[src/rtl/lb_test_pkg.sv]
/*
 * Shared definitions for the connector loopback test engine.
 * LANE_PINS is fixed at 8, so a connector with fewer loop pairs must tie
 * its spare B pins to the matching A pins.
 */
package lb_test_pkg;

   localparam int LANE_PINS = 8;                   // Loop pairs per connector

   typedef logic [LANE_PINS-1:0] pin_vec_t;        // One side of one connector

   // Alternating patterns, each pin sees both levels and neighbours differ
   localparam pin_vec_t PAT_A = 8'hAA;             // First pass
   localparam pin_vec_t PAT_B = 8'h55;             // Inverse pass

   typedef logic [7:0] settle_cnt_t;               // Settle window length, 1 to 255
   typedef logic [7:0] err_cnt_t;                  // Failing pins over all lanes

   // Sequencer FSM
   typedef enum logic [2:0] {
      S_IDLE     = 3'd0,                           // Drivers off, waiting for run
      S_SETTLE_A = 3'd1,                           // Driving PAT_A, cable settling
      S_CHECK_A  = 3'd2,                           // Compare against PAT_A
      S_SETTLE_B = 3'd3,                           // Driving PAT_B, cable settling
      S_CHECK_B  = 3'd4,                           // Compare against PAT_B
      S_DONE     = 3'd5                            // Drivers off, result posted
   } seq_state_t;

endpackage

[src/rtl/lb_sequencer.sv]
/*
 * Single FSM that decides when any lane may drive its A-side pins.
 * Strobes are decoded from state and gated by run, so dropping run turns
 * the drivers off at the very next edge. SETTLE_CYCLES must be 1 or more.
 * Done appears 2*SETTLE_CYCLES+5 edges after run is first seen in idle.
 */
module lb_sequencer #(
   parameter lb_test_pkg::settle_cnt_t SETTLE_CYCLES = 8'd16
) (
   input  logic clk,
   input  logic rst_n,
   input  logic run,
   output logic drive_en,      // Level, A-side drivers on
   output logic pat_sel,       // Level, 0 selects PAT_A, 1 selects PAT_B
   output logic clear,         // Pulse, zero the sticky error bits
   output logic check,         // Pulse, compare B side to driven pattern
   output logic finish         // Pulse, collector latches the result
);
   import lb_test_pkg::*;

   seq_state_t  state;
   settle_cnt_t cnt;           // Settle down-counter, reused as a drain count in S_DONE

   always_ff @(posedge clk or negedge rst_n) begin
      if (!rst_n) begin
         state <= S_IDLE;
         cnt   <= '0;
      end else if (!run) begin
         state <= S_IDLE;      // Abort from anywhere
         cnt   <= '0;
      end else begin
         case (state)
            S_IDLE: begin
               state <= S_SETTLE_A;
               cnt   <= SETTLE_CYCLES;         // One extra cycle for the clear strobe
            end
            S_SETTLE_A: begin
               if (cnt == '0) begin
                  state <= S_CHECK_A;
               end else begin
                  cnt <= settle_cnt_t'(cnt - 1'b1);
               end
            end
            S_CHECK_A: begin
               state <= S_SETTLE_B;
               cnt   <= settle_cnt_t'(SETTLE_CYCLES - 1'b1);
            end
            S_SETTLE_B: begin
               if (cnt == '0) begin
                  state <= S_CHECK_B;
               end else begin
                  cnt <= settle_cnt_t'(cnt - 1'b1);
               end
            end
            S_CHECK_B: begin
               state <= S_DONE;
               cnt   <= settle_cnt_t'(2);      // Let the lanes release the pins first
            end
            S_DONE: begin
               if (cnt != '0) begin
                  cnt <= settle_cnt_t'(cnt - 1'b1);
               end                             // Park here until run falls
            end
            default: begin
               state <= S_IDLE;
               cnt   <= '0;
            end
         endcase
      end
   end

   // Strobe decode, nothing is asserted while run is low
   always_comb begin
      drive_en = 1'b0;
      pat_sel  = 1'b0;
      clear    = 1'b0;
      check    = 1'b0;
      finish   = 1'b0;
      if (run) begin
         case (state)
            S_SETTLE_A: begin
               drive_en = 1'b1;
               clear    = (cnt == SETTLE_CYCLES);  // First cycle of the test only
            end
            S_CHECK_A: begin
               drive_en = 1'b1;
               pat_sel  = 1'b1;        // Lane compares with PAT_A, then loads PAT_B
               check    = 1'b1;
            end
            S_SETTLE_B: begin
               drive_en = 1'b1;
               pat_sel  = 1'b1;
            end
            S_CHECK_B: begin
               drive_en = 1'b1;        // Held through the last compare
               pat_sel  = 1'b1;
               check    = 1'b1;
            end
            S_DONE: begin
               finish = (cnt == settle_cnt_t'(1));  // Single pulse, a_oe already low
            end
            default: begin
               drive_en = 1'b0;        // Idle keeps everything off
            end
         endcase
      end
   end

endmodule

[src/rtl/lb_connector_lane.sv]
/*
 * One connector. A side is registered pattern plus output enable, the pad
 * tristate buffer sits in the chip top. B side is registered once, so the
 * settle window must cover cable delay plus that one register stage.
 */
module lb_connector_lane (
   input  logic                  clk,
   input  logic                  rst_n,
   input  logic                  drive_en,
   input  logic                  pat_sel,
   input  logic                  clear,
   input  logic                  check,
   input  lb_test_pkg::pin_vec_t b_in,        // Loopback returns, input only
   output lb_test_pkg::pin_vec_t a_out,       // Pad output value
   output logic                  a_oe,        // Pad output enable, same for all pins
   output lb_test_pkg::pin_vec_t err_bits     // Sticky per-pin mismatch
);
   import lb_test_pkg::*;

   pin_vec_t pat_next;         // Pattern for the coming cycle
   pin_vec_t pat_q;            // Pattern on the pins now
   pin_vec_t b_q;              // Registered B side
   pin_vec_t diff;             // Pins that disagree with the pattern

   always_comb begin
      if (!drive_en) begin
         pat_next = '0;        // Park low when not driving
      end else if (pat_sel) begin
         pat_next = PAT_B;
      end else begin
         pat_next = PAT_A;
      end
   end

   // Pattern and B-side sample
   always_ff @(posedge clk) begin
      pat_q <= pat_next;
      b_q   <= b_in;           // Asynchronous to us until here
   end

   assign a_out = pat_q;
   assign diff  = b_q ^ pat_q; // Compared against the pattern still driven

   // Enable and error accumulator
   always_ff @(posedge clk or negedge rst_n) begin
      if (!rst_n) begin
         a_oe     <= 1'b0;     // Pins safe out of reset
         err_bits <= '0;
      end else begin
         a_oe <= drive_en;
         if (clear) begin
            err_bits <= '0;    // New test
         end else if (check) begin
            err_bits <= err_bits | diff;  // Sticky over both passes
         end
      end
   end

endmodule

[src/rtl/lb_result_collect.sv]
/*
 * Posts the result of one test. status bit L*LANE_PINS+i is pin i of lane L.
 * err_count is 8 bits, which holds for up to 31 lanes.
 * Everything here clears on the edge after run falls.
 */
module lb_result_collect #(
   parameter int NUM_LANES = 2
) (
   input  logic                                          clk,
   input  logic                                          rst_n,
   input  logic                                          run,
   input  logic                                          finish,
   input  logic [NUM_LANES*lb_test_pkg::LANE_PINS-1:0]   lane_err,
   output logic [NUM_LANES*lb_test_pkg::LANE_PINS-1:0]   status,
   output lb_test_pkg::err_cnt_t                         err_count,
   output logic                                          done
);
   import lb_test_pkg::*;

   localparam int TOTAL_PINS = NUM_LANES * LANE_PINS;

   err_cnt_t fail_cnt;         // Population count of lane_err

   always_comb begin
      fail_cnt = '0;
      for (int i = 0; i < TOTAL_PINS; i++) begin
         fail_cnt = err_cnt_t'(fail_cnt + err_cnt_t'(lane_err[i]));
      end
   end

   always_ff @(posedge clk or negedge rst_n) begin
      if (!rst_n) begin
         status    <= '0;
         err_count <= '0;
         done      <= 1'b0;
      end else if (!run) begin
         status    <= '0;      // Abort or end of test
         err_count <= '0;
         done      <= 1'b0;
      end else if (finish) begin
         status    <= lane_err;  // Lanes stable since the last check
         err_count <= fail_cnt;
         done      <= 1'b1;      // Held until run falls
      end
   end

endmodule

[src/rtl/lb_test_top.sv]
/*
 * Loopback test engine for NUM_LANES connectors. Exposes per-pin value and
 * per-connector enable, the chip top builds the pads. Lane L owns
 * a_out/b_in bits L*LANE_PINS up to L*LANE_PINS+LANE_PINS-1.
 * run is a level, done is a level held until run falls.
 */
module lb_test_top #(
   parameter int                       NUM_LANES     = 2,
   parameter lb_test_pkg::settle_cnt_t SETTLE_CYCLES = 8'd16
) (
   input  logic                                          clk,
   input  logic                                          rst_n,
   input  logic                                          run,
   input  logic [NUM_LANES*lb_test_pkg::LANE_PINS-1:0]   b_in,
   output logic [NUM_LANES*lb_test_pkg::LANE_PINS-1:0]   a_out,
   output logic [NUM_LANES-1:0]                          a_oe,
   output logic [NUM_LANES*lb_test_pkg::LANE_PINS-1:0]   status,
   output lb_test_pkg::err_cnt_t                         err_count,
   output logic                                          done
);
   import lb_test_pkg::*;

   logic                              drive_en;
   logic                              pat_sel;
   logic                              clear;
   logic                              check;
   logic                              finish;
   logic [NUM_LANES*LANE_PINS-1:0]    lane_err;   // All lanes' sticky bits

   // One sequencer for every connector, all switch together
   lb_sequencer #(
      .SETTLE_CYCLES (SETTLE_CYCLES)
   ) u_seq (
      .clk      (clk),
      .rst_n    (rst_n),
      .run      (run),
      .drive_en (drive_en),
      .pat_sel  (pat_sel),
      .clear    (clear),
      .check    (check),
      .finish   (finish)
   );

   for (genvar l = 0; l < NUM_LANES; l++) begin : g_lane
      lb_connector_lane u_lane (
         .clk      (clk),
         .rst_n    (rst_n),
         .drive_en (drive_en),
         .pat_sel  (pat_sel),
         .clear    (clear),
         .check    (check),
         .b_in     (b_in[l*LANE_PINS +: LANE_PINS]),
         .a_out    (a_out[l*LANE_PINS +: LANE_PINS]),
         .a_oe     (a_oe[l]),
         .err_bits (lane_err[l*LANE_PINS +: LANE_PINS])
      );
   end

   lb_result_collect #(
      .NUM_LANES (NUM_LANES)
   ) u_collect (
      .clk       (clk),
      .rst_n     (rst_n),
      .run       (run),
      .finish    (finish),
      .lane_err  (lane_err),
      .status    (status),
      .err_count (err_count),
      .done      (done)
   );

endmodule

[config.mk]
export PLATFORM = sky130hd
export DESIGN_NAME = lb_test_top
export DESIGN_NICKNAME = d
export VERILOG_FILES = /design/src/rtl/lb_test_pkg.sv /design/src/rtl/lb_sequencer.sv /design/src/rtl/lb_connector_lane.sv /design/src/rtl/lb_result_collect.sv /design/src/rtl/lb_test_top.sv
export SDC_FILE = /design/constraint.sdc
export NUM_CORES = 1
export LEC_CHECK = 0
export ABC_AREA = 0
export ABC_CLOCK_PERIOD_IN_PS = 11240
export BUFFER_PORTS_ARGS = -buffer_cell sky130_fd_sc_hd__buf_2
export CORE_MARGIN = 5
export CORE_UTILIZATION = 59
export CTS_CLUSTER_DIAMETER = 60
export DETAILED_ROUTE_END_ITERATION = 8
export PLACE_DENSITY = 0.91
export SYNTH_ARGS = -nofsm -noshare
export SYNTH_HDL_FRONTEND = slang
export SYNTH_SLANG_ARGS = --single-unit
export TNS_END_PERCENT = 20
[constraint.sdc]
create_clock -name clk -period 11.24 [get_ports clk]
set_input_delay 1.686 -clock clk [delete_from_list [all_inputs] [get_ports clk]]
set_output_delay 1.686 -clock clk [all_outputs]
set_load 0.02 [all_outputs]
# Word-level counts from Yosys, hierarchy flattened
# Cells that the tools add are included.
[classes]
n_addsub = 16
mul = 0
n_div = 0
magnitude_cmp = 0
eq_ne = 13
shifts = 0
mux = 29
n_bitwise = 4
reduce_logical = 10
[op_table]
columns = ["cell", "count"]
rows = [
  ["adder 8 x 1 -> 8 bit", 14],
  ["two-way mux 8 bit", 10],
  ["one-hot mux 8 bit (5 select lines)", 1],
  ["two-way mux 16 bit", 2],
  ["one-hot mux 3 bit (6 select lines)", 1],
  ["OR 8 bit", 2],
  ["XOR 8 bit", 2],
  ["two-way mux 1 bit", 12],
  ["two-way mux 3 bit", 3],
  ["!= test 3 x 2 -> 1 bit, second input constant", 3],
  ["equality test 8 x 1 -> 1 bit, second input constant", 1],
  ["equality test 8 x 5 -> 1 bit, second input constant", 1],
  ["logical NOT 8 bit", 1],
  ["nonzero test 8 bit", 1],
  ["subtractor 8 x 1 -> 8 bit, second input constant", 1],
  ["equality test 3 x 2 -> 1 bit, second input constant", 2],
  ["equality test 3 bit, second input constant", 2],
  ["OR reduction 2 bit", 2],
  ["OR reduction 4 bit", 1],
  ["equality test 3 x 1 -> 1 bit, second input constant", 1],
  ["logical NOT 3 bit", 1],
  ["!= test 3 bit, second input constant", 1],
  ["AND reduction 3 bit", 1],
  ["OR reduction 3 bit", 1],
  ["5 further kinds", 5],
]
[word_totals]
ff_bits = 77
latch_bits = 0
ramBits = 0
mem_bits_ro = 0
input_bits = 19
out_inout_bits = 43
word_cells = 83
mem_count = 0

# Depth between registers and ports, before layout
# Gate-level depths: netlist (run 1).
[logic_depth]
depth_word = 17
mapped_depth = 14
depth_no_buf = 14

# Cells and area by module
# A second synthesis (run 1) with hierarchy kept.
[hier_totals]
cells_unflattened = 314
area_unflattened_um2 = 3570.9
[by_module_without_submodules]
columns = ["mod", "n_inst", "cells_per_inst", "area_per_inst_um2", "seq_area_each_um2"]
rows = [
  ["lb_connector_lane", 2, 56, 729.4, 425.4],
  ["lb_result_collect", 1, 116, 1336.3, 550.5],
  ["lb_sequencer", 1, 86, 775.7, 275.3],
]

# Worst setup path after synthesis (run 1)
# No wires, ideal clock.
[synth_path]
kind = "reg2reg"
start = "register g_lane[0].u_lane.err_bits[0]"
end = "register u_collect.err_count[4]"
setup_ns = 0.078
arrival_ns = 3.958
required_ns = 11.162
slack_ns = 7.204
path_stages_with_launch = 13
n_path_buf = 0
synth_period_minus_slack_ns = 4.036
cell_sequence = "dfrtp_1 -> ha_1 -> inv_1 -> fa_1 -> fa_1 -> fa_1 -> fa_1 -> fa_1 -> fa_1 -> inv_1 -> a21oi_1 -> or3b_1 -> a21oi_1"
[synth_between]
elab_chain_len = 17
[synth_lines]
columns = ["element", "line_no", "source"]
rows = [
  ["start, declared", "lb_connector_lane.sv:16", "output lb_test_pkg::pin_vec_t err_bits"],
  ["start signal, assigned", "lb_connector_lane.sv:54", "err_bits <= err_bits | diff;"],
  ["adder 1 x 1 -> 2 bit", "lb_result_collect.sv:27", "fail_cnt = err_cnt_t'(fail_cnt + err_cnt_t'(lane_err[i]));"],
  ["adder 8 x 1 -> 8 bit (14 in series)", "lb_result_collect.sv:27", ""],
  ["two-way mux 8 bit", "lb_result_collect.sv:40", "end else if (finish) begin"],
  ["two-way mux 8 bit", "lb_result_collect.sv:36", "end else if (!run) begin"],
  ["end signal, assigned", "lb_result_collect.sv:42", "err_count <= fail_cnt;"],
  ["end, declared", "lb_result_collect.sv:15", "output lb_test_pkg::err_cnt_t err_count,"],
]
# Every way passes these cells. The select of a mux whose other input is x is not followed.
# A chain may end at the register's enable or synchronous reset.

# Worst setup path after layout (run 1)
# Ends and elaborated chain as after synthesis.

==> run summary, run 1 <==
Counting every sink on the clock net gives 68. The run finished with clean final reports. TritonCTS built the clock tree.

The wire length per cell is 14.61 um, and the count of buffers added by post-CTS timing repair for setup is 0. In the routed layout, each cell is associated on average with a via count of 5.190. The tools report the maximum clock rate as 236.9 MHz. The compound-cell area share of the yosys netlist came out at 6.917%. Summed over all nets, the half-perimeter wirelength after detailed placement is 4179 um. Across the run, the number of max-cap violations was 0.

Synthesized area divided by synthesized cell count: 10.69 sq um. In the synthesized netlist the dominant register cell turns out to be sky130_fd_sc_hd__dfrtp_1. The worst setup path is of the reg -> reg kind. Yosys printed 0 warnings. Measured against its own limit, the worst slew margin works out to 24.60%. The data required time at the worst endpoint is 11.51 ns, and the placeable core area is 5405 sq um.

In this run the cell area of the synthesized design comes to 3238 sq um. The number of levels in the clock H-tree is 3. Internal power comes to 740.0 uW.

The tools report the data arrival at the endpoint of the critical path as 4.49 ns. The synthesized netlist devotes 8.887% of its cell area to adder and majority cells. The run gives 0 as the total congestion overflow. The run gives 7.042 ns as the worst slack at placement. In this run, synthesis produced a sequential element count of 68.

The logs give 7.02 ns for the reg2reg setup slack and 0 for the initial antenna violation count. Port buffering added 58 buffers. The min-delay analysis places its worst path in the category reg -> reg. The first global-routing pass estimated 10740 um of wire.

For the final clock skew, the log shows 0.006038 ns. Counting distinct cell types in the post-synthesis netlist gives 43. The path with the worst hold slack has its endpoint at u_collect.done. After synthesis, flip-flops and latches occupy 49.77% of the total area.

Buffers inserted to repair hold after CTS numbered 0. Of the total power, the share spent switching nets is 41.78%. Across every metal layer, demand over resource in global routing totals 19.35%. The largest fanout on the critical path was 3. The logs give 0 for the total of cells resized after clock tree synthesis and 213 for the violation count after the first detailed-routing iteration. The clock share of power was 17.4%.

The critical path launch point type was a flop. The tools report the type of element capturing the critical path as a flop. After the flow finishes, the layout carries non-filler instances totaling 420. The initial utilization of the core area, before any placement, comes to 59.91%. The register share of total power is 28.0%, and the minimum clock period after layout is 4.222 ns. The async set-reset flop share out of synthesis is 73.53%.

The endpoint identified for the worst register-to-register timing path is u_collect.err_count[4]. The maximum VDD drop is 0.2472 mV. The transition time of the tightest slew-check pin was 1.129 ns. The xor and xnor fraction of the mapped netlist area was 5.680%. In this run the power density over the cells is 348.3 nW/um^2. In the synthesized netlist, mux cells make up 5.873% of the area. For the overall routed net length, the log shows 6135 um. The top cell types in the final layout, fill and taps aside, are 58 x sky130_fd_sc_hd__buf_2, 50 x sky130_fd_sc_hd__dfrtp_1, 41 x sky130_fd_sc_hd__nor2_1. In this run the count of I/O pins placed on the die edge is 62. The number of nets in the finished design came out at 379. Number of core rows: 27.

Entering global routing, the biggest net connects 51 pins. For the total chip power, the log shows 1.271 mW. The most common library cell in the layout ignoring fill and taps is sky130_fd_sc_hd__buf_2. Clock slew at the register clock pins of the worst setup and hold paths: 0.07 ns. Setup repair after global routing left no endpoint under its margin. Dividing the final minimum period by the clock period gives 37.56%. The logs give 0 for the number of remaining DRC errors and 531.2 uW for the switching power of the nets. The residual antenna-violating net count after detailed routing was 0. In this run the clock root is driven by a sky130_fd_sc_hd__clkbuf_8. The run gives 0 as the number of failing setup endpoints in the final timing report. The number of vias after detailed routing is 2180, and the number of hold-slack violations in the final timing report is 0. The maximum root-to-sink buffer count was 2; the clock buffer count from CTS was 9.

In this run the horizontal extent of the chip is 84.09 um. Cell depth of the worst flop-to-flop path: 12. The congestion estimate from routability-driven global placement came to 0.8200. The main combinational cell family by area after synthesis is simple AND/OR/NAND/NOR gates. Summed over all cells, the static leakage comes to 1.979 nW. Length of the first detailed-routing pass in iterations: 4. The tools report the clock latency of the later-clocked register in the worst-skew pair as 0.34 ns. Combinational cells account for 54.5% of the total power. Compared with the post-synthesis result, the final layout area differs by 12.71%. Of the cells placed in the final design, the portion with a size suffix greater than 1 is 23.85%.

The startpoint of the worst hold path was u_collect.done. The die covers 7070 sq um. The repair_antennas step left the layout with diodes totalling 0.

The synthesized netlist cell count came out at 303. The tools report the reg-to-reg startpoint as g_lane[0].u_lane.err_bits[0]. The logs give 2227 for the number of global-route vias before repair and 7.018 ns for the final worst slack.

The logs give 404 for the number of cells after detailed placement and 0 ns for the total negative slack. Along the worst hold path, the cell count comes to 2. The final count of pins violating max slew was 0. In this run, synthesis inferred 0 flip-flops with an integrated enable.

The simple-gate area share of the yosys netlist works out to 13.60%. The die outline height works out to 84.09 um.
## worst max path at each step
stage | startpoint | end | slack, ns | cells past startpoint
2_1_floorplan | g_lane[0].u_lane.err_bits[0] | u_collect.err_count[4] | 7.20 | 12
3_3_place_gp | g_lane[0].u_lane.err_bits[0] | u_collect.err_count[4] | 7.13 | 12
3_5_place_dp | g_lane[0].u_lane.err_bits[0] | u_collect.err_count[4] | 7.04 | 12
4_1_cts | g_lane[0].u_lane.err_bits[0] | u_collect.err_count[4] | 7.02 | 12
5_1_grt | g_lane[0].u_lane.err_bits[0] | u_collect.err_count[4] | 6.86 | 12
6_report | g_lane[0].u_lane.err_bits[0] | u_collect.err_count[4] | 7.02 | 12
## worst max-delay path, cell delays in order, from the launching register on
cell and delay, ns:
sky130_fd_sc_hd__dfrtp_1 0.40, sky130_fd_sc_hd__ha_1 0.29, sky130_fd_sc_hd__inv_1 0.07, sky130_fd_sc_hd__fa_1 0.43, sky130_fd_sc_hd__fa_1 0.50, sky130_fd_sc_hd__fa_1 0.54, sky130_fd_sc_hd__fa_1 0.44, sky130_fd_sc_hd__fa_1 0.41
sky130_fd_sc_hd__fa_1 0.41, sky130_fd_sc_hd__inv_1 0.07, sky130_fd_sc_hd__a21oi_1 0.06, sky130_fd_sc_hd__or3b_1 0.37, sky130_fd_sc_hd__a21oi_1 0.14
## state kept, by name (all words and copies together) (netlist names)
signal	count
g_lane.u_lane.b_q	16
g_lane.u_lane.a_oe	1
g_lane.u_lane.err_bits	16
u_collect.done	1
u_seq.state	3
u_seq.cnt	8
u_collect.err_count	5
u_collect.status	16
g_lane.u_lane.a_out	2
## stage by stage
| step | hold slack (ns) | cell area, sq um | utilization, % |
|---|---|---|---|
| global route | 0.5651 | 3650 | 67.52 |
| CTS | 0.5177 | 3650 | 67.52 |
| finish | 0.5146 | 3650 | 67.52 |
| global placement | 0.4985 | 3427 | 63.40 |
| detailed placement | 0.5067 | 3427 | 63.40 |
| floorplan | 0.4143 | 3246 | - |
## cells in the mapped netlist, types with 2 or more instances
cell type                  count  area, sq um
sky130_fd_sc_hd__nand3_1       2        10.01
sky130_fd_sc_hd__buf_4        20        150.1
sky130_fd_sc_hd__xor2_1       18        157.7
sky130_fd_sc_hd__nand2_1       9        33.78
sky130_fd_sc_hd__o21ai_0       4        20.02
sky130_fd_sc_hd__nor3_1        5        25.02
sky130_fd_sc_hd__or2_0         2        12.51
sky130_fd_sc_hd__nor2b_1       2        12.51
sky130_fd_sc_hd__mux2i_1      19        190.2
sky130_fd_sc_hd__dfxtp_1      18        360.4
sky130_fd_sc_hd__xnor2_1       3        26.28
sky130_fd_sc_hd__buf_2         6        30.03
sky130_fd_sc_hd__nand2b_1      4        25.02
sky130_fd_sc_hd__nor2_1       41        153.9
sky130_fd_sc_hd__fa_1         10        200.2
sky130_fd_sc_hd__a21oi_1      30        150.1
sky130_fd_sc_hd__ha_1          7        87.58
sky130_fd_sc_hd__clkbuf_1      3        11.26
sky130_fd_sc_hd__and2_1        2        12.51
sky130_fd_sc_hd__buf_1         2        7.510
sky130_fd_sc_hd__dfrtp_1      50         1251
sky130_fd_sc_hd__inv_1        25        93.84
## cells by family (layout without fill, tap and decap cells)
family	count (synthesis)	count (layout)
and+or+nand+nor	80	80
xor gates and xnor gates	21	21
DFF	68	68
AOI/OAI and AO/OA	40	40
buffers and inverters	57	100
other	1	3
adders and majority gates	17	17
muxes	19	19
## per-layer routing
layer | part of all wire, % | global-route usage [%] | up-vias
met3 | 6.9 | 6.515 | 16
li1 | - | - | 1044
met4 | 2.6 | 8.041 | 0
met5 | 0 | 0 | -
met1 | 44 | 25.29 | 1054
met2 | 46 | 29.48 | 66
## power groups by stage
stage / clock network, mW / registers (mW) / logic [mW]
CTS: 0.225 / 0.356 / 0.698
finish: 0.222 / 0.357 / 0.693
detailed placement: 0 / 0.360 / 0.693
global route: 0.239 / 0.366 / 0.797
global placement: 0 / 0.356 / 0.640
floorplan: 0 / 0.336 / 0.588
## area by class of cell
| type | instances | area (sq um) |
|---|---|---|
| clock inverters | 7 | 98.84 |
| inverters | 26 | 97.59 |
| flip-flops and latches | 68 | 1612 |
| multi-input cells | 180 | 1338 |
| repair buffers | 58 | 290.3 |
| clock buffers | 9 | 123.9 |
| well taps | 72 | 90.09 |
| fillers | 404 | 1755 |
Note: power is estimated with default switching activity, not from simulation.
==> run 2: changes to the inputs <==
ABC_CLOCK_PERIOD_IN_PS = 3800   (was 11240)
CORE_UTILIZATION = 50   (was 59)
PLACE_DENSITY = 0.83   (was 0.91)
clock period = 3.8 ns   (was 11.24 ns; I/O delays follow)
==> run 2 against run 1 <==
  * Worst hold slack got worse by 0.20 ns
  * Maximum frequency rose by 3.2%
  * Flip-flop and latch count did not move
  * The run now ends with negative setup slack left
  * Sequential share of layout area fell by 0.26 points
  * Die area rose by 16%
  * Combinational power rose to 3.2 times the previous value
  * Largest cell class unchanged
  * First-iteration DRC count fell by 54%
  * Final cell count rose by 2.1%
  * Total power rose to 3.0 times the previous value
  * Final area rose by 0.58%
  * Register-to-register slack got worse by 7.3 ns
==> run summary, run 2 (synthesized netlist as in run 1, its figures left out) <==
The tools report the overall routed net length as 6444 um (+5.0%). The type of element capturing the critical path is a flop. In this run the critical register-to-register path is launched from g_lane[0].u_lane.err_bits[1].

The reg2reg setup slack is -0.29 ns (-7.31 ns), and the number of cells after detailed placement is 413 (+2.2%). The run gives 4419 um (+5.8%) as the total half-perimeter wirelength after legalization and detailed placement. The area of the die is 8186 sq um (+16%). TritonCTS built the clock tree. The number of antenna cells inserted came out at 0 (unchanged).

The final clock skew was 0.01247 ns (+0.006435 ns). For the clock latency of the later-clocked register in the worst-skew pair, the log shows 0.35 ns (about the same). Cell depth of the worst flop-to-flop path: 12 (unchanged).

The clock share of power came out at 15.4% (-2.0 points). The logs give 57.2% (+2.7 points) for the combinational group share of total power and 455 um (+7.8%) for the routed length on met3. For the non-filler instance count after layout, the log shows 429 (+2.1%).

The run gives 2.212 mW (+200%) as the total internal power. Setup repair after global routing could not meet its margin everywhere. The number of remaining DRC errors was 0 (unchanged); the floorplan die width was 90.48 um (+7.6%). The count of buffers added by post-CTS timing repair for setup was 0 (unchanged). The maximum VDD drop is 0.8009 mV (+220%). By instance count, the cell type seen most on the critical path is sky130_fd_sc_hd__fa_1.

The tools report the clock root buffer as sky130_fd_sc_hd__clkbuf_8. The residual antenna-violating net count after detailed routing is 0 (unchanged). The worst hold path terminates at g_lane[1].u_lane.b_q[6]. The effective utilization at floorplan came out at 51.29% (-8.6 points). The switching portion of total power is 42.41% (+0.62 points), and the minimum clock period after layout is 4.090 ns (-0.1321 ns). The critical path in this run is classified as reg -> reg. The depth of the worst hold-timing path is 1 (-1). The flow ran to the end, but the final reports show violations. For the number of nets in the finished design, the log shows 383 (+1.1%). The die outline height came out at 90.48 um (+7.6%). The data required time at the worst endpoint is 4.07 ns (-7.44 ns). For the data arrival at the endpoint of the critical path, the log shows 4.36 ns (-0.13 ns). In the final layout, the registers with the most flip-flops are g_lane.u_lane.b_q x16, g_lane.u_lane.err_bits x16, u_collect.status x16.

The all-layer global routing usage came out at 16.51% (-2.8 points). The top cell types in the final layout, fill and taps aside, are 58 x sky130_fd_sc_hd__buf_2, 50 x sky130_fd_sc_hd__dfrtp_1, 41 x sky130_fd_sc_hd__nor2_1. The largest net degree at the start of global routing was 51 (unchanged); the placer congestion estimate was 0.8747 (+6.7%). The final count of pins violating max slew was 0 (unchanged); the largest fanout on the critical path was 2 (-1).

Maximum clock rate: 244.5 MHz (+3.2%). The met2 layer wire length in the routed design is 3046 um (+7.3%). The clock buffer count from CTS came out at 9 (unchanged).

The most common library cell in the layout ignoring fill and taps was sky130_fd_sc_hd__buf_2. Highest signal layer in the routed design: met4. The run gives 2 (+2) as the number of failing setup endpoints in the final timing report. For the worst slack at placement, the log shows -0.2990 ns (-7.341 ns).

For the register share of total power, the log shows 27.4% (-0.6 points). In this run the critical register-to-register path is captured at u_collect.err_count[4]. The post-route fraction of the period consumed by the critical path is 107.6% (+70 points). Count of boundary I/O pins: 62 (unchanged).

The cell leakage power was 1.978 nW (about the same); the maximum root-to-sink buffer count was 2 (unchanged). The logs give 0 (unchanged) for the total congestion overflow and -0.2900 ns (-7.308 ns) for the final worst slack. The headroom to the max-slew limit was 22.88% (-1.7 points).

The kind of cell with the highest combined delay along the critical path is adder cells. The tools report the wire length of the first global-routing pass as 10720 um (-0.13%). The run gives 0 (unchanged) as the max-capacitance violation count. The switching power of the nets came out at 1.629 mW (+210%).

The min-delay analysis places its worst path in the category in -> reg. The number of vias after detailed routing is 2221 (+1.9%). The wire length per cell came out at 15.02 um (+2.8%).

For the end-of-flow core utilization, the log shows 58.15% (-9.4 points). The share of layout cells above drive strength 1 is 25.85% (+2.0 points), and the largest stage delay on the critical path is 0.53 ns (about the same). The beginning of the critical path was g_lane[0].u_lane.err_bits[1].

The clock slew at the register clock pins of the worst setup and hold paths is 0.08 ns (about the same), and the clock sink count is 68 (unchanged). The checks that failed: negative setup slack. For the number of levels in the clock H-tree, the log shows 3 (unchanged). The total number of cells along the worst setup path is 12 (unchanged). Critical path's slowest cell: sky130_fd_sc_hd__fa_1. The relative area change from synthesis to final layout is 13.37%. The violation count after the first detailed-routing iteration was 99 (-54%); the number of core rows was 29 (+7.4%). The ratio of total power to cell area was 1046 nW/um^2 (+200%). The run gives 0 (unchanged) as the quantity of hold-fixing buffers added after cts.

The number of global-route vias before repair came out at 2245 (+0.81%). The placeable core area came out at 6314 sq um (+17%). The via density per instance came out at 5.177 (-0.26%). The signal on the critical path passes through ha_1 -> inv_2 -> fa_1 -> fa_1 -> fa_1 -> fa_1 -> fa_2 -> fa_2 -> inv_1 -> a21oi_1 -> or3b_1 -> a21oi_2. The initial antenna violation count was 0 (unchanged); the transition time of the tightest slew-check pin was 1.155 ns (+0.02582 ns).

The buffer and inverter count on the worst path is 2 (unchanged), and the worst hold slack after final layout is 0.3113 ns (-0.2033 ns). The wire length on met1 was 2838 um (+4.7%). The worst hold path begins at b_in[14]. For the length of the first detailed-routing pass in iterations, the log shows 4 (unchanged). The quantity of I/O buffers inserted on ports was 58 (unchanged). STA classifies the critical path startpoint as a flop.

The tools report the number of hold-slack violations in the final timing report as 0 (unchanged).
## run 2: layer usage
| metal | vias up | track usage [%] |
|---|---|---|
| met3 | 10 | 6.000 |
| met5 | - | 0 |
| met1 | 1088 | 21.04 |
| li1 | 1047 | - |
| met2 | 76 | 25.18 |
| met4 | 0 | 7.196 |
## run 2: power by group through the flow
| stage | registers, mW | clock network [mW] | logic, mW |
|---|---|---|---|
| floorplan | 0.994 | 0 | 1.77 |
| global placement | 1.05 | 0 | 2.07 |
| detailed placement | 1.07 | 0 | 2.20 |
| CTS | 1.05 | 0.607 | 2.22 |
| global route | 1.08 | 0.638 | 2.45 |
| finish | 1.05 | 0.593 | 2.20 |
## run 2: area by class of cell
type / instances / area, sq um
Timing Repair Buffer: 62 / 320.3
Clock inverter: 7 / 75.07
Tap cell: 77 / 96.34
Multi-Input combinational cell: 180 / 1346
Clock buffer: 9 / 123.9
Fill cell: 527 / 2643
Sequential cell: 68 / 1612
Inverter: 26 / 97.59
## run 2: worst max-delay path by stage
stage,end,slack (ns)
final,u_collect.err_count[4],-0.29
after global routing,u_collect.err_count[4],-0.39
after CTS,u_collect.err_count[4],-0.28
after detailed placement,u_collect.err_count[4],-0.30
after global placement,u_collect.err_count[4],-0.14
after floorplan,u_collect.err_count[4],-0.11
## run 2: worst reg2reg max path: stages, from the launching register on
cell                      delay [ns]
sky130_fd_sc_hd__dfrtp_1        0.39
sky130_fd_sc_hd__ha_1           0.29
sky130_fd_sc_hd__inv_2          0.04
sky130_fd_sc_hd__fa_1           0.49
sky130_fd_sc_hd__fa_1           0.44
sky130_fd_sc_hd__fa_1           0.53
sky130_fd_sc_hd__fa_1           0.43
sky130_fd_sc_hd__fa_2           0.37
sky130_fd_sc_hd__fa_2           0.35
sky130_fd_sc_hd__inv_1          0.06
sky130_fd_sc_hd__a21oi_1        0.05
sky130_fd_sc_hd__or3b_1         0.41
sky130_fd_sc_hd__a21oi_2        0.17
## run 2: stage by stage
stage | area, sq um | power [mW] | setup TNS (ns)
finish | 3671 | 3.841 | -0.4101
detailed placement | 3468 | 3.270 | -0.4163
CTS | 3671 | 3.880 | -0.4114
global placement | 3468 | 3.122 | -0.1584
floorplan | 3251 | 2.766 | -0.1103
global route | 3671 | 4.168 | -0.8269
## run 2: repair_timing
| item | in CTS | in global routing |
|---|---|---|
| pin swaps | 1 | 0 |
| endpoints found under the setup margin | 3 | 4 |
| resized for setup | 2 | 0 |
| cloned | 0 | 0 |
==> run 3: changes to the inputs <==
ABC_CLOCK_PERIOD_IN_PS = 4600   (was 3800)
CORE_UTILIZATION = 55   (was 50)
PLACE_DENSITY = 0.86   (was 0.83)
clock period = 4.6 ns   (was 3.8 ns; I/O delays follow)
==> run 3 against run 2 <==
  * The run now ends clean
  * Highest routed layer unchanged
  * Combinational power shrank 21%
  * Critical endpoint unchanged
  * Sequential power decreased by 17%
  * Register-to-register slack better by 0.61 ns
  * Maximum frequency is 4.3% lower
  * Clock power is 31% lower
  * Critical path depth stayed put
  * Critical path type unchanged
  * Sequential share of layout area increased by 1.0 points
  * Via count is 1.6% lower
  * Final area is 2.2% lower
==> run summary, run 3 (synthesized netlist as in run 1, its figures left out) <==
The cell occurring most often along the worst timing path was sky130_fd_sc_hd__fa_1. The largest net degree at the start of global routing was 51 (unchanged); the number of remaining DRC errors was 0 (unchanged). The critical path's slowest cell is sky130_fd_sc_hd__fa_1.

The run finished with clean final reports. For the total negative slack, the log shows 0 ns (+0.4101 ns). The quantity of I/O buffers inserted on ports was 58 (unchanged). The number of failing setup endpoints in the final timing report is 0 (-2). The wire length of the first global-routing pass was 10350 um (-3.5%). The number of hold-slack violations in the final timing report came out at 0 (unchanged).

TritonCTS built the clock tree. The logs give 0.5178 mV (-35%) for the maximum VDD drop and 0 (unchanged) for the count of buffers added by post-CTS timing repair for setup. The share of layout cells above drive strength 1 was 23.34% (-2.5 points); the largest stage delay on the critical path was 0.54 ns (about the same). The minimum clock period after layout came out at 4.275 ns (+0.1854 ns). The count of boundary I/O pins is 62 (unchanged). The clock slew at the register clock pins of the worst setup and hold paths is 0.07 ns (about the same), and the violation count after the first detailed-routing iteration is 90 (-9.1%).

The placer congestion estimate came out at 0.7773 (-11%). The post-route fraction of the period consumed by the critical path is 92.94% (-15 points), and the relative area change from synthesis to final layout is 10.82%. For the all-layer global routing usage, the log shows 18.29% (+1.8 points). The tools report the final count of pins violating max slew as 0 (unchanged).

The data required time at the worst endpoint was 4.87 ns (+0.80 ns); the cell leakage power was 1.947 nW (-1.6%). The tools report the number of antenna cells inserted as 0 (unchanged). The via density per instance came out at 5.180 (about the same).

By startpoint and endpoint, the worst setup path is classified as reg -> reg. The largest fanout on the critical path was 3 (+1); the length of the first detailed-routing pass in iterations was 4 (unchanged). Maximum clock rate: 233.9 MHz (-4.3%). The worst setup path is launched from a flop.

The path class of the tightest hold or removal check is in -> reg. The run gives 502 (-4.7%) as the layout filler cell count. In the layout the commonest cells are 58 x sky130_fd_sc_hd__buf_2, 50 x sky130_fd_sc_hd__dfrtp_1, 41 x sky130_fd_sc_hd__nor2_1. The placeable core area was 5816 sq um (-7.9%); the initial antenna violation count was 0 (unchanged). Gate family responsible for the most delay along the worst path: adder cells.

The max-capacitance violation count came out at 0 (unchanged). The quantity of hold-fixing buffers added after cts was 0 (unchanged); the final non-filler cell area was 3588 sq um (-2.2%). The total chip power came out at 3.013 mW (-22%). The floorplan die width works out to 86.73 um (-4.1%). The buffer and inverter count on the worst path is 2 (unchanged), and the total of cells resized after clock tree synthesis is 0 (-2). The headroom to the max-slew limit is 20.50% (-2.4 points), and the transition time of the tightest slew-check pin is 1.190 ns (+0.03568 ns). The ratio of total power to cell area is 839.6 nW/um^2 (-20%).

Setup repair after global routing left no endpoint under its margin. The residual antenna-violating net count after detailed routing came out at 0 (unchanged). Leaving out fill and tap cells, the most frequent cell in the layout is sky130_fd_sc_hd__buf_2.

The tools report the total half-perimeter wirelength after legalization and detailed placement as 4344 um (-1.7%). The critical path goes through ha_1 -> inv_1 -> fa_1 -> fa_1 -> fa_1 -> fa_1 -> fa_1 -> fa_1 -> inv_1 -> a21oi_1 -> or3b_1 -> a21oi_1. The logs give 68 (unchanged) for the clock sink count and 28 (-3.4%) for the number of core rows. The area of the die is 7522 sq um (-8.1%), and the effective utilization at floorplan is 55.68% (+4.4 points). The largest registers in the layout are g_lane.u_lane.b_q x16, g_lane.u_lane.err_bits x16, u_collect.status x16. The number of global-route vias before repair was 2208 (-1.6%); the final worst slack was 0.3246 ns (+0.6146 ns). The number of vias after detailed routing is 2186 (-1.6%), and the number of nets in the finished design is 379 (-1.0%).

The total congestion overflow is 0 (unchanged). STA classifies the critical path endpoint as a flop. For the maximum root-to-sink buffer count, the log shows 2 (unchanged).

The clock buffer count from CTS was 9 (unchanged). The overall routed net length was 6329 um (-1.8%). The data arrival at the endpoint of the critical path came out at 4.54 ns (+0.18 ns). The wire length per cell is 15.00 um (-0.16%). The final clock skew was 0.01046 ns (-0.002017 ns). The run gives 0.3421 ns (+0.6411 ns) as the worst slack at placement. In this run the clock root is driven by a sky130_fd_sc_hd__clkbuf_8. The clock latency of the later-clocked register in the worst-skew pair came out at 0.35 ns (about the same). The tools report the number of levels in the clock H-tree as 3 (unchanged).

The die outline height works out to 86.73 um (-4.1%). The tools report the total placed instance area as 3431 sq um (-1.1%).
[run 3: cell types whose count changed in the layout (fill, tap and decap cells not counted), moves of 2 or more]
cell / previous run / this run
sky130_fd_sc_hd__buf_4: 4 / 0
sky130_fd_sc_hd__clkinv_2: 1 / 3
sky130_fd_sc_hd__fa_1: 8 / 10
sky130_fd_sc_hd__fa_2: 2 / 0
[run 3: cell type report]
cell class	instances	area, sq um	area share (%)
well taps	75	93.84	2.615
clock buffers	10	127.6	3.556
repair buffers	58	290.3	8.089
inverters	26	97.59	2.720
clock inverters	5	30.03	0.8368
multi-input cells	180	1338	37.27
flip-flops and latches	68	1612	44.91
[run 3: routing by layer]
layer	GRT usage, %	up-vias	part of all wire (%)
met5	0	-	0
li1	-	1042	-
met1	22.20	1066	43
met2	29.21	70	48
met4	8.499	0	1.7
met3	6.464	8	7.2
[run 3: final timing paths]
| check | endpoint | slack [ns] | from | cells past startpoint |
|---|---|---|---|---|
| setup / recovery | u_collect.err_count[4] | 0.32 | g_lane[0].u_lane.err_bits[0] | 12 |
| hold / removal | g_lane[0].u_lane.b_q[5] | 0.44 | b_in[5] | 1 |
| setup reg to reg | u_collect.err_count[4] | 0.32 | g_lane[0].u_lane.err_bits[0] | 12 |
| hold reg to reg | u_collect.err_count[3] | 0.52 | u_collect.err_count[3] | 2 |
| max in group asynchronous | u_collect.status[7] | 3.36 | rst_n | 1 |
| min in group asynchronous | u_seq.cnt[1] | 0.56 | rst_n | 1 |
[run 3: metrics by stage]
step | util [%] | hold slack [ns] | cells
2_1_floorplan | - | 0.3944 | 305
3_3_place_gp | 58.99 | 0.4982 | 407
3_5_place_dp | 58.99 | 0.5091 | 407
4_1_cts | 61.70 | 0.4211 | 422
5_1_grt | 61.70 | 0.4161 | 422
6_report | 61.70 | 0.4372 | 422
[run 3: report_power, final]
| group | switching (mW) | internal [mW] | leakage [nW] |
|---|---|---|---|
| Sequential | 0.157 | 0.711 | 0.816 |
| Clock | 0.217 | 0.189 | 0.0779 |
| Combinational | 0.941 | 0.797 | 1.05 |
| Total | 1.32 | 1.70 | 1.95 |
